## config.mk

```make
export PLATFORM = sky130hd
export DESIGN_NAME = shiftRound
export DESIGN_NICKNAME = d
export VERILOG_FILES = /design/src/rtl/shiftRound.sv
export SDC_FILE = /design/constraint.sdc
export NUM_CORES = 1
export LEC_CHECK = 0
export ABC_CLOCK_PERIOD_IN_PS = 2200
export BUFFER_PORTS_ARGS = -buffer_cell sky130_fd_sc_hd__buf_2
export CAP_MARGIN = 20
export CORE_MARGIN = 5
export CORE_UTILIZATION = 30
export CTS_BUF_LIST = sky130_fd_sc_hd__clkbuf_4
export DETAILED_ROUTE_END_ITERATION = 6
export PLACE_DENSITY = 0.54
export SETUP_SLACK_MARGIN = 0.4
export SLEW_MARGIN = 20
export SYNTH_ARGS = -nofsm -noshare
export SYNTH_HDL_FRONTEND = slang
export SYNTH_SLANG_ARGS = --single-unit
export TNS_END_PERCENT = 100
```

## constraint.sdc

```tcl
create_clock -name sys_clk_p -period 2.2 [get_ports sys_clk_p]
set_input_delay 0.22 -clock sys_clk_p [delete_from_list [all_inputs] [get_ports sys_clk_p]]
set_output_delay 0.22 -clock sys_clk_p [all_outputs]
set_load 0.02 [all_outputs]
```

## src/rtl/shiftRound.sv

```systemverilog
`timescale 1ns/100ps

module shiftRound #(
	parameter int iWidth = 8,
	parameter int oWidth = 48
) (
	input  logic sys_clk_p,
	input  logic rstN,
	input  logic [iWidth-1:0] inData,
	input  logic inValid,
	output logic inReady,
	output logic [oWidth-1:0] outData,
	output logic outValid,
	input  logic outReady
);

	// Buffer is the wider side, which must be a whole multiple
	// of the narrow side
	localparam int bufWidth = (iWidth > oWidth) ? iWidth : oWidth;
	localparam int narrowWidth = (iWidth > oWidth) ? oWidth : iWidth;
	localparam int rounds = bufWidth / narrowWidth;
	localparam int cntBits = $clog2(rounds + 1);
	localparam logic [cntBits-1:0] lastRound = cntBits'(rounds - 1);

	logic [bufWidth-1:0] buffer;
	logic [cntBits-1:0] roundCnt;
	logic inFire;
	logic outFire;

	assign inFire = inValid && inReady;
	assign outFire = outValid && outReady;

	// Busy while a word is held, either side
	assign inReady = !outValid;

	generate
		if (iWidth < oWidth) begin : gGather
			// ------------------------------------------------------------
			// Narrow in, wide out
			// ------------------------------------------------------------
			always_ff @(posedge sys_clk_p or negedge rstN) begin
				if (!rstN) begin
					roundCnt <= '0;
					outValid <= 1'b0;
				end else begin
					if (outFire) begin
						outValid <= 1'b0;
					end
					if (inFire) begin
						// Last part in, word is complete
						if (roundCnt == lastRound) begin
							roundCnt <= '0;
							outValid <= 1'b1;
						end else begin
							roundCnt <= roundCnt + 1'b1;
						end
					end
				end
			end

			// First part ends up on top
			always_ff @(posedge sys_clk_p) begin
				if (inFire) begin
					buffer <= (buffer << iWidth) | bufWidth'(inData);
				end
			end

			assign outData = buffer;
		end else begin : gSplit
			// ------------------------------------------------------------
			// Wide in, narrow out
			// ------------------------------------------------------------
			always_ff @(posedge sys_clk_p or negedge rstN) begin
				if (!rstN) begin
					roundCnt <= '0;
					outValid <= 1'b0;
				end else begin
					if (inFire) begin
						roundCnt <= '0;
						outValid <= 1'b1;
					end else if (outFire) begin
						// Empty again after the last part
						if (roundCnt == lastRound) begin
							roundCnt <= '0;
							outValid <= 1'b0;
						end else begin
							roundCnt <= roundCnt + 1'b1;
						end
					end
				end
			end

			always_ff @(posedge sys_clk_p) begin
				if (inFire) begin
					buffer <= inData;
				end else if (outFire) begin
					buffer <= buffer << oWidth;
				end
			end

			// Top slice is always the next part
			assign outData = buffer[bufWidth-1 -: oWidth];
		end
	endgenerate

endmodule

```

# [Word-level counts from Yosys, hierarchy flattened]
# Cells that the tools add are included.
[classes] n_addsub=1 eq_ne=1 n_mux=4 bitwise_logic=1 n_reduce_logical=3
[op_table] operator="48-bit by 8-bit bitwise OR with 48-bit output" n=1
[op_table] operator="3-bit by 1-bit adder with 3-bit output (second input constant)" n=1
[op_table] operator="3-bit == test (second input constant)" n=1
[op_table] operator="1-bit 2-to-1 mux" n=3
[op_table] operator="3-bit 2-to-1 mux" n=1
[op_table] operator="1-bit logical AND" n=2
[op_table] operator="1-bit zero test" n=1
[totals] ff_bits=52 in_bits=12 out_inout_bits=50 elab_cells=13

# [Longest topological paths before layout]
[logic_depth] word_depth=4 ltp_mapped=2 depth_no_buf=2

# [Worst setup path after synthesis]
# OpenSTA, ideal clock, no wires.
[synth_path] path_kind="reg2reg" from="register outValid" to="register buffer[0] (netlist: outData[0]), enable pin" setup_time_ns=0.408 t_arrival_ns=1.678 required_ns=1.792 path_slack_ns=0.114 path_stages_with_launch=2 n_path_buf=0 synth_period_minus_slack_ns=2.086 path_cell_list="dfrtp_1 -> and2b_1"
[synth_via] elab_chain_cells=2
[synth_lines] element="start: declaration" line="13" text="output logic outValid,"
[synth_lines] element="start signal: assignment" line="44" text="outValid <= 1'b0;"
[synth_lines] element="start signal: assignment" line="47" text="outValid <= 1'b0;"
[synth_lines] element="start signal: assignment" line="53" text="outValid <= 1'b1;"
[synth_lines] element="1-bit zero test" line="34" text="assign inReady = !outValid;"
[synth_lines] element="1-bit logical AND" line="30" text="assign inFire = inValid && inReady;"
[synth_lines] element="via inFire" line="27" text="logic inFire;"
[synth_lines] element="end signal: assignment" line="64" text="buffer <= (buffer << iWidth) | bufWidth'(inData);"
[synth_lines] element="end: declaration" line="25" text="logic [bufWidth-1:0] buffer;"
# The timed path passes the listed nets, and every way through them passes these cells.
# A chain may end at the register's enable or synchronous reset.

# [Worst setup path in the final report]
[layout_path] from="register outValid" to="output inReady"
[layout_via] elab_chain_cells=1
[layout_lines] element="1-bit zero test" line="34"
[layout_lines] element="end: declaration" line="11" text="output logic inReady,"
# No other way between the ends.

==> run metrics <==
Initial DRC Count=29; Power Dens Cells=1070 nW/um2; hold_buf cts=2; area delta synth->final=32.8%; Num CTS Buffers=5; Netlist Area Pre-Place=~1600 um2; Buffers & Inverters on Critical Path=2; peak supply drop=roughly 0.00044 V; I/O pin cnt=62; Slowest cell on crit path=dfrtp_1; unrepaired setup endpoints after global routing=false; global-route usage over all layers=0.0797; Die Height=84.0 um; Final setup viols=0; CP Capture Type=primary output; Clock Tree Root=clkbuf_4; Setup CP Type=reg -> out; vias in the first global route=882; Avg WL per Cell=13.0 um; setup bufs post-CTS=0; synthesized net count=74; post-CTS sizing=0; max_cap viols=0; type of origin of the critical path=register; core region area=5410 um2; die area=7050 um2; GR Overflow Total=0; WL final=2740 um; Tightest Hold Check Type=in -> reg; Req. time, crit path=1.98 ns; Relative slew margins=0.831; largest area contributor in the netlist=edfxtp_1; critical path, cell by cell=inv_1 > buf_2; Seq/Total Area, Yosys=0.939; chip width=84.0 um; status=completed; port bufs=61; crit path time final=1.26 ns; Max Clock Skew=0.0169 ns; Worst Path Max Fanout=4; Top delay family on crit path=flip-flops; total power draw=about 0.0023 W; layout cell share with drive strength beyond 1=0.525; row cnt=27; H-tree depth=2; Syn. warnings=0; Mapped Avg Cell Area=26.5 um2; Final Max Slew Viols=0; clock sinks=52; Worst path max stage delay=0.43 ns; ranking of synthesized cells by area=edfxtp_1 (88%), dfrtp_1 (6.1%), mux2_4 (1.8%), nand3b_4 (1.2%), and2b_1 (0.91%); share of the synthesized area in the top cell type=0.878; Mapped Cells=62; DRC Markers=0; Hold Fails Final Rpt=0; Hold WS=0.0353 ns; TritonRoute pass-1 iters=2; gpl congestion=0.675; CP Data Arrival Time=between 1 and 1.5 ns; antenna violations before repair=0; Initial Utilization=0.304; Antenna Cells=0; vias per inst=3.87; post-route ant nets=0; fmax=0.791 GHz; Via Count=816; CTS tree=done; first-pass GRT wire length=4260 um; Storage cell area=1540 um2; most frequent cells in the layout=buf_2 (61), edfxtp_1 (48), dlygate4sd3_1 (7), clkbuf_4 (5), dfrtp_1 (4); worst skew pair latency=0.36 ns; period utilization=0.574; Final nets=150; synth unique cells=10; worst-case clock buffer depth=2; Yosys reg bits=52; Static Leak=0.888 nW; pin count of the biggest net entering global routing=50; clock transition at the registers of the reported paths=around 0.15 ns; Multi-input gate area=97.6 um2; fill count=514; commonest non-fill, non-tap cell in the layout=buf_2; worst slew pin tran=0.254 ns; TNS Setup=0 ns
-- registers in the layout (all words and copies together), names as in the netlist --
name / cells
roundCnt: 3
outData: 48
outValid: 1
-- synthesized netlist by cell type --
cell type,count
edfxtp_1,48
mux2i_1,1
xor2_1,1
and2b_1,2
nand3b_4,1
nand4b_1,1
nor2_1,1
dfrtp_1,4
mux2_4,2
inv_1,1
-- final cells by class --
class                   count  area share
multi-input cells           9      0.0448
repair buffers             69       0.181
well taps                  72      0.0413
inverters                   1     0.00172
clock inverters             3     0.00631
flip-flops and latches     52       0.707
clock buffers               5      0.0172
-- worst paths after layout --
path                              from          end  slack, ns  cells after the start
min in group asynchronous         rstN  roundCnt[1]       0.18                      2
hold / removal               inData[4]   outData[4]       0.04                      1
max in group asynchronous         rstN     outValid       1.90                      2
setup / recovery              outValid      inReady       0.94                      2
setup reg to reg              outValid  outData[18]       0.94                      2
hold reg to reg            outData[37]  outData[45]       0.45                      0
-- power breakdown --
part	internal, W	switching (W)
combinational	0.000194	0.000335
clock	0.000118	0.000275
sequential	0.00131	0.0000913
total	0.00163	0.000702
-- per-layer routing --
| metal | wire length [um] | global-route usage |
|---|---|---|
| met5 | 0 | 0 |
| met4 | 38 | 0.0307 |
| met3 | 357 | 0.0582 |
| met2 | 1250 | 0.116 |
| met1 | 1090 | 0.0899 |
-- metrics by stage --
stage	setup WS [ns]	instance area, um2	std cells	util
2_1_floorplan	0.574	1640	62	-
3_3_place_gp	0.999	2060	196	0.381
3_5_place_dp	0.966	2060	196	0.381
4_1_cts	0.906	2130	206	0.394
5_1_grt	0.829	2180	211	0.403
6_report	0.936	2180	211	0.403
-- cell families after synthesis --
family	Yosys count	synth area share
XOR/XNOR	1	0.00534
buffers and inverters	1	0.00228
multiplexers	3	0.0244
flip-flops	52	0.939
AND/OR/NAND/NOR	5	0.0290
-- worst register-to-register path, delay by kind of cell (launching register included) --
kind          cells  cell delay (ns)
flops             1             0.43
buf+inv           1             0.25
simple gates      1             0.24
(Power assumes the default switching activity.)
