<file path="src/rtl/harness_cfg.svh">
`ifndef HARNESS_CFG_SVH
`define HARNESS_CFG_SVH

// ------------------------------------------------------------
// Serial link
// ------------------------------------------------------------

// Clock cycles per serial bit
// Keep even so the mid-bit sample point is exact
`define UART_CLKS_PER_BIT 16

// ------------------------------------------------------------
// Block store
// ------------------------------------------------------------

// Address width, 256 blocks
`define STORE_ADDR_BITS 8

// Cycles from req rising to ack rising
`define STORE_LATENCY 4

`endif

</file>
<file path="src/rtl/harnessPkg.sv">
`include "harness_cfg.svh"

package harnessPkg;

	// ------------------------------------------------------------
	// Command word layout
	// ------------------------------------------------------------

	// Field widths
	localparam int opcodeBits = 8;
	localparam int addrBits = `STORE_ADDR_BITS;
	localparam int dataBits = 32;

	// Opcode, address, data from the top down
	localparam int cmdBits = opcodeBits + addrBits + dataBits;
	localparam int addrLsb = dataBits;
	localparam int opcodeLsb = dataBits + addrBits;

	// Opcode values follow the ORAM harness
	typedef enum logic [opcodeBits-1:0] {
		opWrite = 8'd0,
		opRead = 8'd2
	} opcodeT;

	// Block address and block data
	typedef logic [addrBits-1:0] addrT;
	typedef logic [dataBits-1:0] dataT;

	// Full command, 6 bytes on the wire
	typedef logic [cmdBits-1:0] cmdWordT;

	// ------------------------------------------------------------
	// Harness FSM
	// ------------------------------------------------------------
	typedef enum logic [2:0] {
		stIdle,
		stRequest,
		stWaitAck,
		stRelease,
		stRespond
	} harnessStateE;

endpackage

</file>
<file path="src/rtl/cmdHarness.sv">
`timescale 1ns/100ps

module cmdHarness (
	input  logic sys_clk_p,
	input  logic rstN,
	input  harnessPkg::cmdWordT cmdWord,
	input  logic cmdValid,
	output logic cmdReady,
	output logic storeReq,
	output logic storeWrite,
	output harnessPkg::addrT storeAddr,
	output harnessPkg::dataT storeWData,
	input  logic storeAck,
	input  harnessPkg::dataT storeRData,
	output harnessPkg::dataT rspWord,
	output logic rspValid,
	input  logic rspReady
);

	harnessPkg::harnessStateE state;
	harnessPkg::cmdWordT cmdReg;
	harnessPkg::dataT rdataReg;
	harnessPkg::opcodeT inOpcode;
	harnessPkg::opcodeT curOpcode;
	logic knownOp;
	logic cmdFire;

	// Opcode of the incoming word and of the held one
	assign inOpcode = harnessPkg::opcodeT'(
		cmdWord[harnessPkg::opcodeLsb +: harnessPkg::opcodeBits]);
	assign curOpcode = harnessPkg::opcodeT'(
		cmdReg[harnessPkg::opcodeLsb +: harnessPkg::opcodeBits]);
	assign knownOp = (inOpcode == harnessPkg::opWrite) || (inOpcode == harnessPkg::opRead);

	assign cmdReady = (state == harnessPkg::stIdle);
	assign cmdFire = cmdValid && cmdReady;

	// ------------------------------------------------------------
	// Four-phase FSM, one command in flight
	// ------------------------------------------------------------
	always_ff @(posedge sys_clk_p or negedge rstN) begin
		if (!rstN) begin
			state <= harnessPkg::stIdle;
		end else begin
			case (state)
				harnessPkg::stIdle: begin
					// Unknown opcode is consumed and dropped here
					if (cmdValid && knownOp) begin
						state <= harnessPkg::stRequest;
					end
				end
				// One cycle for address and data to settle before req
				harnessPkg::stRequest: state <= harnessPkg::stWaitAck;
				harnessPkg::stWaitAck: begin
					if (storeAck) begin
						state <= harnessPkg::stRelease;
					end
				end
				harnessPkg::stRelease: begin
					// Writes finish on ack low
					if (!storeAck) begin
						state <= (curOpcode == harnessPkg::opRead) ?
							harnessPkg::stRespond : harnessPkg::stIdle;
					end
				end
				harnessPkg::stRespond: begin
					if (rspReady) begin
						state <= harnessPkg::stIdle;
					end
				end
				default: state <= harnessPkg::stIdle;
			endcase
		end
	end

	// Command and read data holding registers
	always_ff @(posedge sys_clk_p) begin
		if (cmdFire) begin
			cmdReg <= cmdWord;
		end
		if ((state == harnessPkg::stWaitAck) && storeAck) begin
			rdataReg <= storeRData;
		end
	end

	// Store port
	assign storeReq = (state == harnessPkg::stWaitAck);
	assign storeWrite = (curOpcode == harnessPkg::opWrite);
	assign storeAddr = cmdReg[harnessPkg::addrLsb +: harnessPkg::addrBits];
	assign storeWData = cmdReg[harnessPkg::dataBits-1:0];

	// Read reply
	assign rspWord = rdataReg;
	assign rspValid = (state == harnessPkg::stRespond);

endmodule

</file>
<file path="config.mk">
export PLATFORM = sky130hd
export DESIGN_NAME = cmdHarness
export DESIGN_NICKNAME = d
export VERILOG_FILES = /design/src/rtl/harnessPkg.sv /design/src/rtl/cmdHarness.sv
export VERILOG_INCLUDE_DIRS = /design/src /design/src/rtl
export SDC_FILE = /design/constraint.sdc
export NUM_CORES = 1
export LEC_CHECK = 0
export BUFFER_PORTS_ARGS = -buffer_cell sky130_fd_sc_hd__clkbuf_2
export CAP_MARGIN = 20
export CORE_MARGIN = 4
export CORE_UTILIZATION = 47
export CTS_CLUSTER_SIZE = 14
export DETAILED_ROUTE_END_ITERATION = 8
export GPL_ROUTABILITY_DRIVEN = 0
export PLACE_DENSITY = 0.95
export SLEW_MARGIN = 20
export SYNTH_ARGS = -nofsm -noshare
export SYNTH_HDL_FRONTEND = slang
export SYNTH_SLANG_ARGS = --single-unit
</file>
<file path="constraint.sdc">
create_clock -name sys_clk_p -period 3.4 [get_ports sys_clk_p]
set_input_delay 0 -clock sys_clk_p [delete_from_list [all_inputs] [get_ports sys_clk_p]]
set_output_delay 0 -clock sys_clk_p [all_outputs]
set_load 0.01 [all_outputs]
</file>
# Word level (Yosys, flattened, before mapping)
# Index checks and enable logic that the tools add are counted.
dict set report word_totals {
  in_bits 85
  regBits 83
}
dict set report classes {
  n_reduce_logical 8
  eq_ne 10
  mux 6
}
# op count
set op_table {}
lappend op_table {{8-bit by 2-bit == test with 1-bit output (second input constant)} 2}
lappend op_table {{8-bit logical NOT} 2}
lappend op_table {{3-bit two-way mux} 5}
lappend op_table {{3-bit one-hot mux with 5 select lines} 1}
lappend op_table {{3-bit by 2-bit == test with 1-bit output (second input constant)} 2}
lappend op_table {{2-bit by 1-bit inequality test with 1-bit output (second input constant)} 3}
lappend op_table {{4-bit AND reduction} 1}
lappend op_table {{3-bit by 1-bit == test with 1-bit output (second input constant)} 1}
lappend op_table {{3-bit == test (second input constant)} 1}
lappend op_table {{1-bit logical AND} 3}
lappend op_table {{3-bit logical NOT} 1}
lappend op_table {{2-bit inequality test (second input constant)} 1}
lappend op_table {{1-bit logical OR} 1}

# Longest topological paths before layout
dict set report depth {
  ltp_word 5
  ltp_mapped 5
}

# Worst setup path before layout
# OpenSTA, ideal clock, no wires.
dict set report synth_timing {
  path_type {flip-flop to flip-flop}
  startpoint {register state[0]}
  endpoint {register cmdReg[0], enable pin}
  arrival_time_ps 2016
  path_slack_ps 974
  n_path_buf 1
  setup_time_ps 410
  required_time_ps 2990
  path_stages_with_launch 4
  path_cell_list {dfrtp_1 > buf_6 > nor3_2 > and2_1}
}
dict set report synth_between {
  elab_chain_cells 2
}
# element line
set synth_lines {}
lappend synth_lines {{start, declared} cmdHarness.sv:20} ;# harnessPkg::harnessStateE state;
lappend synth_lines {{start signal, assigned} cmdHarness.sv:43} ;# state <= harnessPkg::stIdle;
lappend synth_lines {{start signal, assigned} cmdHarness.sv:49} ;# state <= harnessPkg::stRequest;
lappend synth_lines {{start signal, assigned} cmdHarness.sv:53} ;# harnessPkg::stRequest: state <= harnessPkg::stWaitAck;
lappend synth_lines {{3-bit logical NOT} cmdHarness.sv:35} ;# assign cmdReady = (state == harnessPkg::stIdle);
lappend synth_lines {{net cmdReady} cmdHarness.sv:8} ;# output logic cmdReady,
lappend synth_lines {{1-bit logical AND} cmdHarness.sv:36} ;# assign cmdFire = cmdValid && cmdReady;
lappend synth_lines {{net cmdFire} cmdHarness.sv:26} ;# logic cmdFire;
lappend synth_lines {{end signal, assigned} cmdHarness.sv:79} ;# cmdReg <= cmdWord;
lappend synth_lines {{end, declared} cmdHarness.sv:21} ;# harnessPkg::cmdWordT cmdReg;
# The timed path passes the listed nets, and every way through them passes these cells.
# A chain may end at the register's enable or synchronous reset.

# Final worst setup path
dict set report layout_timing {
  startpoint {register state[0]}
  endpoint {register cmdReg[1], enable pin}
}
dict set report layout_between {
  elab_chain_cells 2
}
# element line
set layout_lines {}
lappend layout_lines {{3-bit logical NOT} cmdHarness.sv:35}
lappend layout_lines {{1-bit logical AND} cmdHarness.sv:36}
lappend layout_lines {{net cmdFire} cmdHarness.sv:26}
# The timed path passes the listed nets, and every way through them passes these cells.

==> metrics.log <==
INFO  metric outcome = finished clean
INFO  metric power_density = 566 nW/um2
INFO  metric rsz_0062_raised_after_global_routing = no
INFO  metric setup-violations-final = 0
INFO  metric synth.net_count = 235
INFO  metric design.portCount = 161
INFO  metric slew_of_the_pin_with_the_lowest_slew_margin = between 1000 and 1500 ps
INFO  metric setup-tns-final = 0 ps
INFO  metric cts_setup_buffers = 0
INFO  metric routed_via_count_divided_by_cell_count = roughly 4.6
INFO  metric synth_seq_area_share = 83.3%
INFO  metric ir_drop = 0.358 mV
INFO  metric layout_cells_sized_above_1 = 48.8%
INFO  metric finalNetCount = 447
INFO  metric worstPathCellList = nor3_2 > and2_2
INFO  metric globalRoute.totalOverflow = 0
INFO  metric finalNonFillerCells = roughly 440
INFO  metric grt_pass1_wl = 11.1 mm
INFO  metric grt_start_max_net_pins = 49
INFO  metric firstDrtPassIters = 4
INFO  metric timing.critical_path.fanout_max = between 40 and 50
INFO  metric hold_fix_buffers_cts = between 80 and 90
INFO  metric worst_ep_required_time = 3360 ps
INFO  metric timing.hold.worst.class = in2reg
INFO  metric netlist-cell-type-count = 22
INFO  metric grt_util_overall = between 10% and 20%
INFO  metric max-clock-path-buffers = 2
INFO  metric report.final.hold_viol_count = 0
INFO  metric cells_taking_the_most_area_after_synthesis = edfxtp_1, buf_4, dfrtp_1, nand4b_1, nor2_1
INFO  metric placement_rows = 28
INFO  metric worst_slew_margin_rel = a little over 30%
INFO  metric core = 6030 um2
INFO  metric initial_core_util = 49.3%
INFO  metric numPlacedInstances = ~340
INFO  metric cts_tree = yes
INFO  metric die_w = 87.5 um
INFO  metric fmax = 477 MHz
INFO  metric drv.max_cap_violation_count = 0
INFO  metric wire_per_inst = between 15 and 20 um
INFO  metric clk_pin_slew = 80 ps
INFO  metric synth_top_cell_by_area = edfxtp_1
INFO  metric route.antenna.remaining_nets = 0
INFO  metric synth_largest_type_area_fraction = 80.8%
INFO  metric most-common-layout-cells = clkbuf_2, dlygate4sd3_1, edfxtp_1
INFO  metric slowest_delay = 880 ps
INFO  metric crit_path_start_kind = flop
INFO  metric netlist_instances = 150
INFO  metric fillers = 355
INFO  metric post_cts_resize_count = 0
INFO  metric dieArea = 7660 um2
INFO  metric die_height = 87.5 um
INFO  metric root_buffer = clkbuf_8
INFO  metric post_synth.cell_area_avg = 19.8 um2
INFO  metric finalCritPeriodShare = 61.7%
INFO  metric netlist_area = 2970 um2
INFO  metric detailroute.via_count = 2017
INFO  metric arrival = a little over 2000 ps
INFO  metric ys.warnings.count = 0
INFO  metric number_of_antenna_violations_at_the_first_check_in_global_routing = 1
INFO  metric timing.clock.skew = 10.5 ps
INFO  metric post_synthesis_to_final_layout_area_growth = 54.4%
INFO  metric critical_path_type = reg2reg
INFO  metric drt_iter0_markers = 65
INFO  metric place.port_buffers = 160
INFO  metric clock_period_minus_worst_slack = between 2000 and 2500 ps
INFO  metric cts_buffers = 9
INFO  metric grt_pass1_vias = 2236
INFO  metric clkSinkCount = 83
INFO  metric post-route-drc-count = 0
INFO  metric critical_path.slowest_cell = and2_2
INFO  metric detailedPlacementHpwl = between 4 and 5 mm
INFO  metric count_of_pins_over_their_slew_limit = 0
INFO  metric routed_wirelength = 7.32 mm
INFO  metric mostFrequentLayoutCell = clkbuf_2
INFO  metric h-tree-depth = 3
INFO  metric crit_path_end_kind = flop
INFO  metric leakage_dissipation = 1.95 nW
INFO  metric worstSkewPairLatency = ~340 ps
INFO  metric synth-seq-cells = 83
-- state kept, by name (all words and copies together) (netlist names) --
signal,count
rspWord,32
cmdReg,48
state,3
-- metal layers --
layer  up-vias  part of all wire [%]  track usage, %
met4         0                  0.60            7.95
li1        950                     -               -
met2       127                    51            34.5
met1       932                    34            20.7
met5         -                     0               0
met3         8                    14            9.41
-- layout make-up --
| type | instances | area [um2] | share of cell area, % |
|---|---|---|---|
| sequential | 83 | 2480 | 54.0 |
| clock inverter | 5 | 77.6 | 1.69 |
| timing repair buffer | 243 | 1630 | 35.5 |
| tap | 75 | 93.8 | 2.04 |
| multi-input combinational | 25 | 178 | 3.87 |
| antenna | 1 | 2.50 | 0.0545 |
| clock buffer | 11 | 131 | 2.86 |
-- critical path: cells and delay by family, from the launching register on --
family	cells	cell delay (ps)
simple gates	2	1190
flops	1	490
-- metrics by stage --
step                setup WS, ps  utilization [%]  cell area, um2  power (mW)  hold slack [ps]
finish                      1300             76.2            4590        2.60             66.2
global placement            1440             59.0            3560        1.77             -198
detailed placement          1310             59.0            3560        1.80             -197
floorplan                    974                -            2970        1.66             -296
global route                1180             76.2            4590        2.73             77.4
CTS                         1290             76.1            4590        2.61             50.4
-- cells by family after synthesis --
kind of cell,count (synthesis),share of synthesized area [%]
AND/OR/NAND/NOR,21,4.84
flip-flops,83,83.3
AO/OA/AOI/OAI,4,1.09
buffers and inverters,42,10.7
-- cell usage after synthesis --
library cell and n:
a21bo_1 1, a21oi_2 1, and2_1 2, and3_1 1, buf_4 41, buf_6 1, dfrtp_1 3, edfxtp_1 80
nand2_1 2, nand3_2 1, nand3b_1 1, nand4b_1 2, nor2_1 4, nor3_1 1, nor3_2 1, nor3b_1 1
nor4_1 2, nor4b_1 1, o21ai_0 1, o22a_1 1, or4b_1 1, or4b_4 1
-- report_power, final --
part / leakage (nW) / switching [mW] / total, mW / internal [mW]
combinational: 1.08 / 0.261 / 0.472 / 0.212
sequential: 0.769 / 0.0695 / 1.38 / 1.31
clock: 0.105 / 0.330 / 0.742 / 0.412
total: 1.95 / 0.660 / 2.60 / 1.94
-- final timing paths --
path                       slack [ps]  cells after the start         to     start
hold reg to reg                   570                      1   state[1]  state[2]
min in group asynchronous         540                      3   state[2]      rstN
max in group asynchronous        2710                      3   state[0]      rstN
setup / recovery                 1300                      2  cmdReg[1]  state[0]
hold / removal                     70                      4   state[1]  storeAck
setup reg to reg                 1300                      2  cmdReg[1]  state[0]
Power figures use the tool's default switching activity.
