File: src/rtl/harness_cfg.svh
`ifndef HARNESS_CFG_SVH
`define HARNESS_CFG_SVH

// ------------------------------------------------------------
// Serial link
// ------------------------------------------------------------

// Clock cycles per serial bit
// Keep even so the mid-bit sample point is exact
`define UART_CLKS_PER_BIT 16

// ------------------------------------------------------------
// Block store
// ------------------------------------------------------------

// Address width, 256 blocks
`define STORE_ADDR_BITS 8

// Cycles from req rising to ack rising
`define STORE_LATENCY 4

`endif

File: src/rtl/uartPkg.sv
package uartPkg;

	// ------------------------------------------------------------
	// Serial link types
	// ------------------------------------------------------------

	// One 8N1 payload byte
	typedef logic [7:0] byteT;

	// Bit index within a frame
	// Only data bits 0..7 are counted
	typedef logic [3:0] bitCountT;

	// Receiver FSM
	typedef enum logic [1:0] {
		rxIdle,
		rxStart,
		rxData,
		rxStop
	} rxStateE;

	// Transmitter FSM
	typedef enum logic [1:0] {
		txIdle,
		txStart,
		txData,
		txStop
	} txStateE;

endpackage

File: src/rtl/uartLink.sv
`timescale 1ns/100ps
`include "harness_cfg.svh"

module uartLink (
	input  logic sys_clk_p,
	input  logic rstN,
	input  logic uartRxd,
	output logic uartTxd,
	output uartPkg::byteT rxByte,
	output logic rxValid,
	input  logic rxReady,
	input  uartPkg::byteT txByte,
	input  logic txValid,
	output logic txReady
);

	// Bit-time counter sized to hold a full bit
	localparam int clkBits = $clog2(`UART_CLKS_PER_BIT + 1);
	localparam logic [clkBits-1:0] bitLast = clkBits'(`UART_CLKS_PER_BIT - 1);
	localparam logic [clkBits-1:0] halfLast = clkBits'(`UART_CLKS_PER_BIT / 2 - 1);
	localparam uartPkg::bitCountT lastBit = 4'd7;

	// ------------------------------------------------------------
	// Receiver
	// ------------------------------------------------------------
	uartPkg::rxStateE rxState;
	logic [1:0] rxSync;
	logic rxd;
	logic [clkBits-1:0] rxClkCnt;
	uartPkg::bitCountT rxBitCnt;
	uartPkg::byteT rxShift;
	logic rxSample;
	logic rxDone;

	// Two-flop synchronizer, idles high
	always_ff @(posedge sys_clk_p or negedge rstN) begin
		if (!rstN) begin
			rxSync <= 2'b11;
		end else begin
			rxSync <= {rxSync[0], uartRxd};
		end
	end
	assign rxd = rxSync[1];

	// Mid-bit strobes
	assign rxSample = (rxState == uartPkg::rxData) && (rxClkCnt == bitLast);
	assign rxDone = (rxState == uartPkg::rxStop) && (rxClkCnt == bitLast) && rxd;

	always_ff @(posedge sys_clk_p or negedge rstN) begin
		if (!rstN) begin
			rxState <= uartPkg::rxIdle;
			rxClkCnt <= '0;
			rxBitCnt <= '0;
			rxValid <= 1'b0;
		end else begin
			// New byte wins over a pending one
			if (rxDone) begin
				rxValid <= 1'b1;
			end else if (rxReady) begin
				rxValid <= 1'b0;
			end
			case (rxState)
				uartPkg::rxIdle: begin
					rxClkCnt <= '0;
					if (!rxd) begin
						rxState <= uartPkg::rxStart;
					end
				end
				uartPkg::rxStart: begin
					// Recheck the line at the middle of the start bit
					if (rxClkCnt == halfLast) begin
						rxClkCnt <= '0;
						rxBitCnt <= '0;
						rxState <= rxd ? uartPkg::rxIdle : uartPkg::rxData;
					end else begin
						rxClkCnt <= rxClkCnt + 1'b1;
					end
				end
				uartPkg::rxData: begin
					if (rxClkCnt == bitLast) begin
						rxClkCnt <= '0;
						if (rxBitCnt == lastBit) begin
							rxState <= uartPkg::rxStop;
						end else begin
							rxBitCnt <= rxBitCnt + 1'b1;
						end
					end else begin
						rxClkCnt <= rxClkCnt + 1'b1;
					end
				end
				uartPkg::rxStop: begin
					// Low stop bit just falls back to idle
					if (rxClkCnt == bitLast) begin
						rxClkCnt <= '0;
						rxState <= uartPkg::rxIdle;
					end else begin
						rxClkCnt <= rxClkCnt + 1'b1;
					end
				end
				default: rxState <= uartPkg::rxIdle;
			endcase
		end
	end

	// LSB arrives first
	always_ff @(posedge sys_clk_p) begin
		if (rxSample) begin
			rxShift <= {rxd, rxShift[7:1]};
		end
		if (rxDone) begin
			rxByte <= rxShift;
		end
	end

	// ------------------------------------------------------------
	// Transmitter
	// ------------------------------------------------------------
	uartPkg::txStateE txState;
	logic [clkBits-1:0] txClkCnt;
	uartPkg::bitCountT txBitCnt;
	uartPkg::byteT txShift;
	logic txLoad;
	logic txStep;

	assign txReady = (txState == uartPkg::txIdle);
	assign txLoad = txReady && txValid;
	assign txStep = (txState == uartPkg::txData) && (txClkCnt == bitLast);

	always_ff @(posedge sys_clk_p or negedge rstN) begin
		if (!rstN) begin
			txState <= uartPkg::txIdle;
			txClkCnt <= '0;
			txBitCnt <= '0;
			uartTxd <= 1'b1;
		end else begin
			case (txState)
				uartPkg::txIdle: begin
					txClkCnt <= '0;
					if (txValid) begin
						// Start bit
						uartTxd <= 1'b0;
						txState <= uartPkg::txStart;
					end
				end
				uartPkg::txStart: begin
					if (txClkCnt == bitLast) begin
						txClkCnt <= '0;
						txBitCnt <= '0;
						uartTxd <= txShift[0];
						txState <= uartPkg::txData;
					end else begin
						txClkCnt <= txClkCnt + 1'b1;
					end
				end
				uartPkg::txData: begin
					if (txClkCnt == bitLast) begin
						txClkCnt <= '0;
						if (txBitCnt == lastBit) begin
							uartTxd <= 1'b1;
							txState <= uartPkg::txStop;
						end else begin
							// Next bit, shift happens below
							uartTxd <= txShift[1];
							txBitCnt <= txBitCnt + 1'b1;
						end
					end else begin
						txClkCnt <= txClkCnt + 1'b1;
					end
				end
				uartPkg::txStop: begin
					if (txClkCnt == bitLast) begin
						txClkCnt <= '0;
						txState <= uartPkg::txIdle;
					end else begin
						txClkCnt <= txClkCnt + 1'b1;
					end
				end
				default: txState <= uartPkg::txIdle;
			endcase
		end
	end

	always_ff @(posedge sys_clk_p) begin
		if (txLoad) begin
			txShift <= txByte;
		end else if (txStep) begin
			txShift <= txShift >> 1;
		end
	end

endmodule

File: config.mk
export PLATFORM = sky130hd
export DESIGN_NAME = uartLink
export DESIGN_NICKNAME = d
export VERILOG_FILES = /design/src/rtl/uartPkg.sv /design/src/rtl/uartLink.sv
export VERILOG_INCLUDE_DIRS = /design/src /design/src/rtl
export SDC_FILE = /design/constraint.sdc
export NUM_CORES = 1
export LEC_CHECK = 0
export BUFFER_PORTS_ARGS = -buffer_cell sky130_fd_sc_hd__clkbuf_2
export CORE_UTILIZATION = 35
export DETAILED_ROUTE_END_ITERATION = 12
export GPL_ROUTABILITY_DRIVEN = 0
export HOLD_SLACK_MARGIN = 0.05
export PLACE_DENSITY = 0.51
export SYNTH_ARGS = -nofsm -noshare
export SYNTH_HDL_FRONTEND = slang
export SYNTH_SLANG_ARGS = --single-unit
export TNS_END_PERCENT = 50
File: constraint.sdc
create_clock -name sys_clk_p -period 2.2 [get_ports sys_clk_p]
set_input_delay 0.44 -clock sys_clk_p [delete_from_list [all_inputs] [get_ports sys_clk_p]]
set_output_delay 0.44 -clock sys_clk_p [all_outputs]
set_load 0.02 [all_outputs]
-- Word-level counts from Yosys, hierarchy flattened
Index checks and enable logic that the tools add are counted.
- logic and storage cells: 93
- input bits: 13
- register bits after elaboration: 50
- muxes and demuxes: 35
- equal/unequal tests: 23
- reduce and logical (&&, ||, !) cells: 19
- $add $sub $neg: 4
- operators with widths (cell ; number):
    2-to-1 mux 4 bit ; 6
    2-to-1 mux 2 bit ; 11
    2-to-1 mux 8 bit ; 2
    one-hot mux 2 bit (4 select lines) ; 2
    one-hot mux 4 bit (2 select lines) ; 2
    2-to-1 mux 5 bit ; 3
    one-hot mux 5 bit (3 select lines) ; 1
    inequality test 2 bit (second input constant) ; 7
    AND reduction 4 bit ; 3
    adder 5 x 1 -> 5 bit (second input constant) ; 2
    equality test 5 x 4 -> 1 bit (second input constant) ; 2
    inequality test 2 x 1 -> 1 bit (second input constant) ; 5
    one-hot mux 5 bit (2 select lines) ; 1
    AND reduction 5 bit ; 2
    adder 4 x 1 -> 4 bit (second input constant) ; 2
    equality test 2 bit (second input constant) ; 4
    equality test 4 x 3 -> 1 bit (second input constant) ; 2
    nonzero test 2 bit ; 4
    2-to-1 mux 1 bit ; 6
    equality test 5 x 3 -> 1 bit (second input constant) ; 1
    logical AND 1 bit ; 5
    equality test 2 x 1 -> 1 bit (second input constant) ; 2
    logical NOT 2 bit ; 2
    one-hot mux 1 bit (3 select lines) ; 1
    other kinds (3) ; 3

-- Longest topological paths before layout
- word-level depth: 4
- mapped depth: 6
- depth with buffers taken out: 6

-- Least setup slack after synthesis
Ideal clock, no wire load.
- path type: reg2reg
- start: reg rxClkCnt[3]
- end: reg rxByte[0] (enable)
- setup time: 0.370 ns
- path slack: 0.567 ns
- required time: 1.830 ns
- stages on the path, launching flop included: 5
- arrival: 1.262 ns
- path through: dfrtp_1 clkdlybuf4s15_1 clkbuf_8 nand4_1 nor2_1
- cells in the longest elaborated chain, start to end: 3
- ends and longest elaborated chain (item ; line ; source):
    from (decl) ; uartLink.sv:29 ; logic [clkBits-1:0] rxClkCnt;
    from (signal assigned) ; uartLink.sv:76 ; rxClkCnt <= rxClkCnt + 1'b1;
    from (signal assigned) ; uartLink.sv:88 ; rxClkCnt <= rxClkCnt + 1'b1;
    from (signal assigned) ; uartLink.sv:97 ; rxClkCnt <= rxClkCnt + 1'b1;
    equality test 5 x 4 -> 1 bit ; uartLink.sv:47 ; assign rxDone = (rxState == uartPkg::rxStop) && (rxClkCnt == bitLast) && rxd;
    logical AND 1 bit (2 in series) ; uartLink.sv:47 ;
    named net rxDone ; uartLink.sv:33 ; logic rxDone;
    to (signal assigned) ; uartLink.sv:111 ; rxByte <= rxShift;
    to (decl) ; uartLink.sv:9 ; output uartPkg::byteT rxByte,
The timed path passes the listed nets, and every way through them passes these cells.
A chain may end at the register's enable or synchronous reset.

-- Worst setup path after layout
- start: reg txState[0]
- end: reg txState[1]
- cells in the longest elaborated chain, start to end: 3
- elaborated cells between the ends (all ways): 11
- ends and longest elaborated chain (item ; line ; source):
    from (decl) ; uartLink.sv:118 ; uartPkg::txStateE txState;
    from (signal assigned) ; uartLink.sv:131 ; txState <= uartPkg::txIdle;
    from (signal assigned) ; uartLink.sv:142 ; txState <= uartPkg::txStart;
    from (signal assigned) ; uartLink.sv:150 ; txState <= uartPkg::txData;
    equality test 2 bit, or another cell as far along ; uartLink.sv:136 ; case (txState)
    inequality test 2 bit (no source line) or inequality test 2 x 1 -> 1 bit (tied branches) ; -- ;
    AND reduction 5 bit (no source line) ; -- ;
Several ways; a longest one is shown, not always the timed one.

==> metrics <==
DRT iter0 DRCs=88; crit end category=flop; Die Ht=82.9 µm; Port Buffers=23; most common cell in the netlist=edfxtp_1; Hold Fails Final Rpt=0; Die X=82.9 µm; GR Overflow Total=0; Inst Count DP=276; Max transition margin=0.555; Ports=24; EDFF count, synth=24; RSZ-0062 raised after global routing=no; switching part of the total=0.296; Max Buffers Root-to-Sink=2; total CTS buffers=5; f_max=573 MHz; sequential area share after synthesis=0.601; CP Max Fanout=14; DP Worst Slack=472 ps; Hold Path Class=input pin to asynchronous set/reset pin; detailed-route via count=1402; Layout Skew=13.8 ps; status=complete, no violations; crit path kind=flop to flop; number of max-cap violations=0; synthesized area=0.00229 mm²; Clock Sinks=50; Comb pwr share=0.141; Syn-to-layout area delta=11.2%; #FFs+latches synth=50; Slew @ Worst Pin=668 ps; Psw=0.593 mW; total power=2.00 mW; final layout net count=231; Area contributors post-synth=edfxtp_1 31%, dfrtp_1 25%, ha_1 6.6%; WL final=3.60 mm; Final Instance Area=0.00255 mm²; Post-Route Setup TNS=0 ps; P_int=1.41 mW; mean routed wirelength per cell=12.7 µm; vias in the first global route=1297; Post-DP HPWL=2.47 mm; H-tree depth=2; Worst EP arrival=1970 ps; CTS root buf=clkbuf_8; post-DR vias/cell=4.94; Final Max Tran Viols=0; top cell type's share of synthesized area=0.315; sequential power share=0.583; Clock Latency Late Sink=300 ps; # setup viols final=0; # Post-CTS Setup Buffers=0; fraction of layout cells with a size suffix above 1=0.222; Startpoint Class=flop; Die Footprint=0.00687 mm²; leakage power=1.04 nW; Synth Instances=182; critical path required time=2420 ps; DRC Markers=0; Post-synth top cells=24 x edfxtp_1, 23 x dfrtp_1, 12 x ha_1, 12 x nand2_1, 12 x nor2_1; DR pass1 iterations=4; Resize count post-CTS=0; Synth Area per Inst=12.6 µm²; largest area contributor in the netlist=edfxtp_1; Reg clk slew, reported paths=100 ps; Distinct cells, synth=45; pwr dens=786 mW/mm²; period utilization=0.793; Cell Count, Final, Fillers Out=284; clock network fraction of design power=0.277; prevailing post-synth register cell=edfxtp_1; global-route wire length before repair=6.38 mm; Core Box Area=0.00635 mm²; yosys warns=0; DP Area=0.00245 mm²; Peak VDD IR=0.407 mV; Synthesized Nets=207; asr flop ratio synth=0.520; largest net degree at the start of global routing=27; Post-DRT Antenna Nets=0; Antenna Cells=0; hold_buf cts=0; Rows=29; final setup margin=456 ps; minimum clock period=1740 ps; Starting Density=0.361; CTS tree=done; antenna violations before repair=0; GR Util All Layers=0.115
-- through the flow --
step | hold WS, ps | util
floorplan | 144 | -
global placement | 356 | 0.386
detailed placement | 352 | 0.386
CTS | 178 | 0.401
global route | 201 | 0.401
finish | 153 | 0.401
-- final timing paths --
path | startpoint | to | slack [ps] | depth (start not counted)
min | rstN | rxClkCnt[4] | 150 | 1
max | txState[0] | txState[1] | 460 | 6
max reg2reg | txState[0] | txState[1] | 460 | 6
min in group sys_clk_p | uartRxd | rxSync[0] | 230 | 1
min reg2reg | rxSync[0] | rxSync[1] | 360 | 0
max in group asynchronous | rstN | txClkCnt[3] | 1610 | 1
-- cell type report --
type,count,area [µm²]
clock inverters,3,26.3
fillers,596,3800
flip-flops and latches,50,1380
repair buffers,24,123
clock buffers,5,68.8
inverters,9,33.8
multi-input cells,116,823
well taps,77,96.3
-- placed cells by master (no fill, tap or decap), types with 4 or more instances in the layout --
cell,instances
dfrtp_1,23
edfxtp_1,24
o21ai_0,6
clkbuf_2,23
nand3_1,9
inv_1,9
ha_1,12
nand2_1,12
and3_1,4
mux2_2,7
nor2b_1,4
clkbuf_8,5
nor2_1,12
a21oi_1,8
nor3_1,4
-- critical path, stage by stage, from the launching register on --
cell      delay, ps
dfrtp_1         420
inv_1           100
ha_1            370
nor3_1          260
o21bai_1        100
a21oi_1         210
mux2i_1         210
-- kinds of logic after synthesis --
logic type / after synthesis / share of synthesized area
xor+xnor: 5 / 0.0191
compound gates: 31 / 0.0896
flops: 50 / 0.601
mux: 11 / 0.0525
buf+inv: 16 / 0.0399
fa+ha+maj: 12 / 0.0656
simple gates: 57 / 0.133
-- registers in the layout, summed over array words and instances (netlist names), 2 cells and up, named ones only --
name,cells
rxClkCnt,5
rxBitCnt,4
rxByte,8
rxShift,8
txState,2
txBitCnt,4
rxSync,2
txClkCnt,5
txShift,8
-- power by group through the flow --
stage	logic [mW]	clock network, mW	registers [mW]
after detailed placement	0.284	0	1.19
after floorplan	0.310	0	1.11
after global routing	0.330	0.624	1.19
after CTS	0.286	0.584	1.17
after global placement	0.285	0	1.19
final	0.282	0.554	1.17
-- routing by layer --
layer / global-route usage / vias to the layer above / wire length [µm]
met5: 0 / - / 0
met3: 0.0318 / 2 / 96
li1: - / 711 / -
met1: 0.162 / 670 / 1860
met2: 0.174 / 19 / 1620
met4: 0.0329 / 0 / 24
Power figures use the tool's default switching activity.
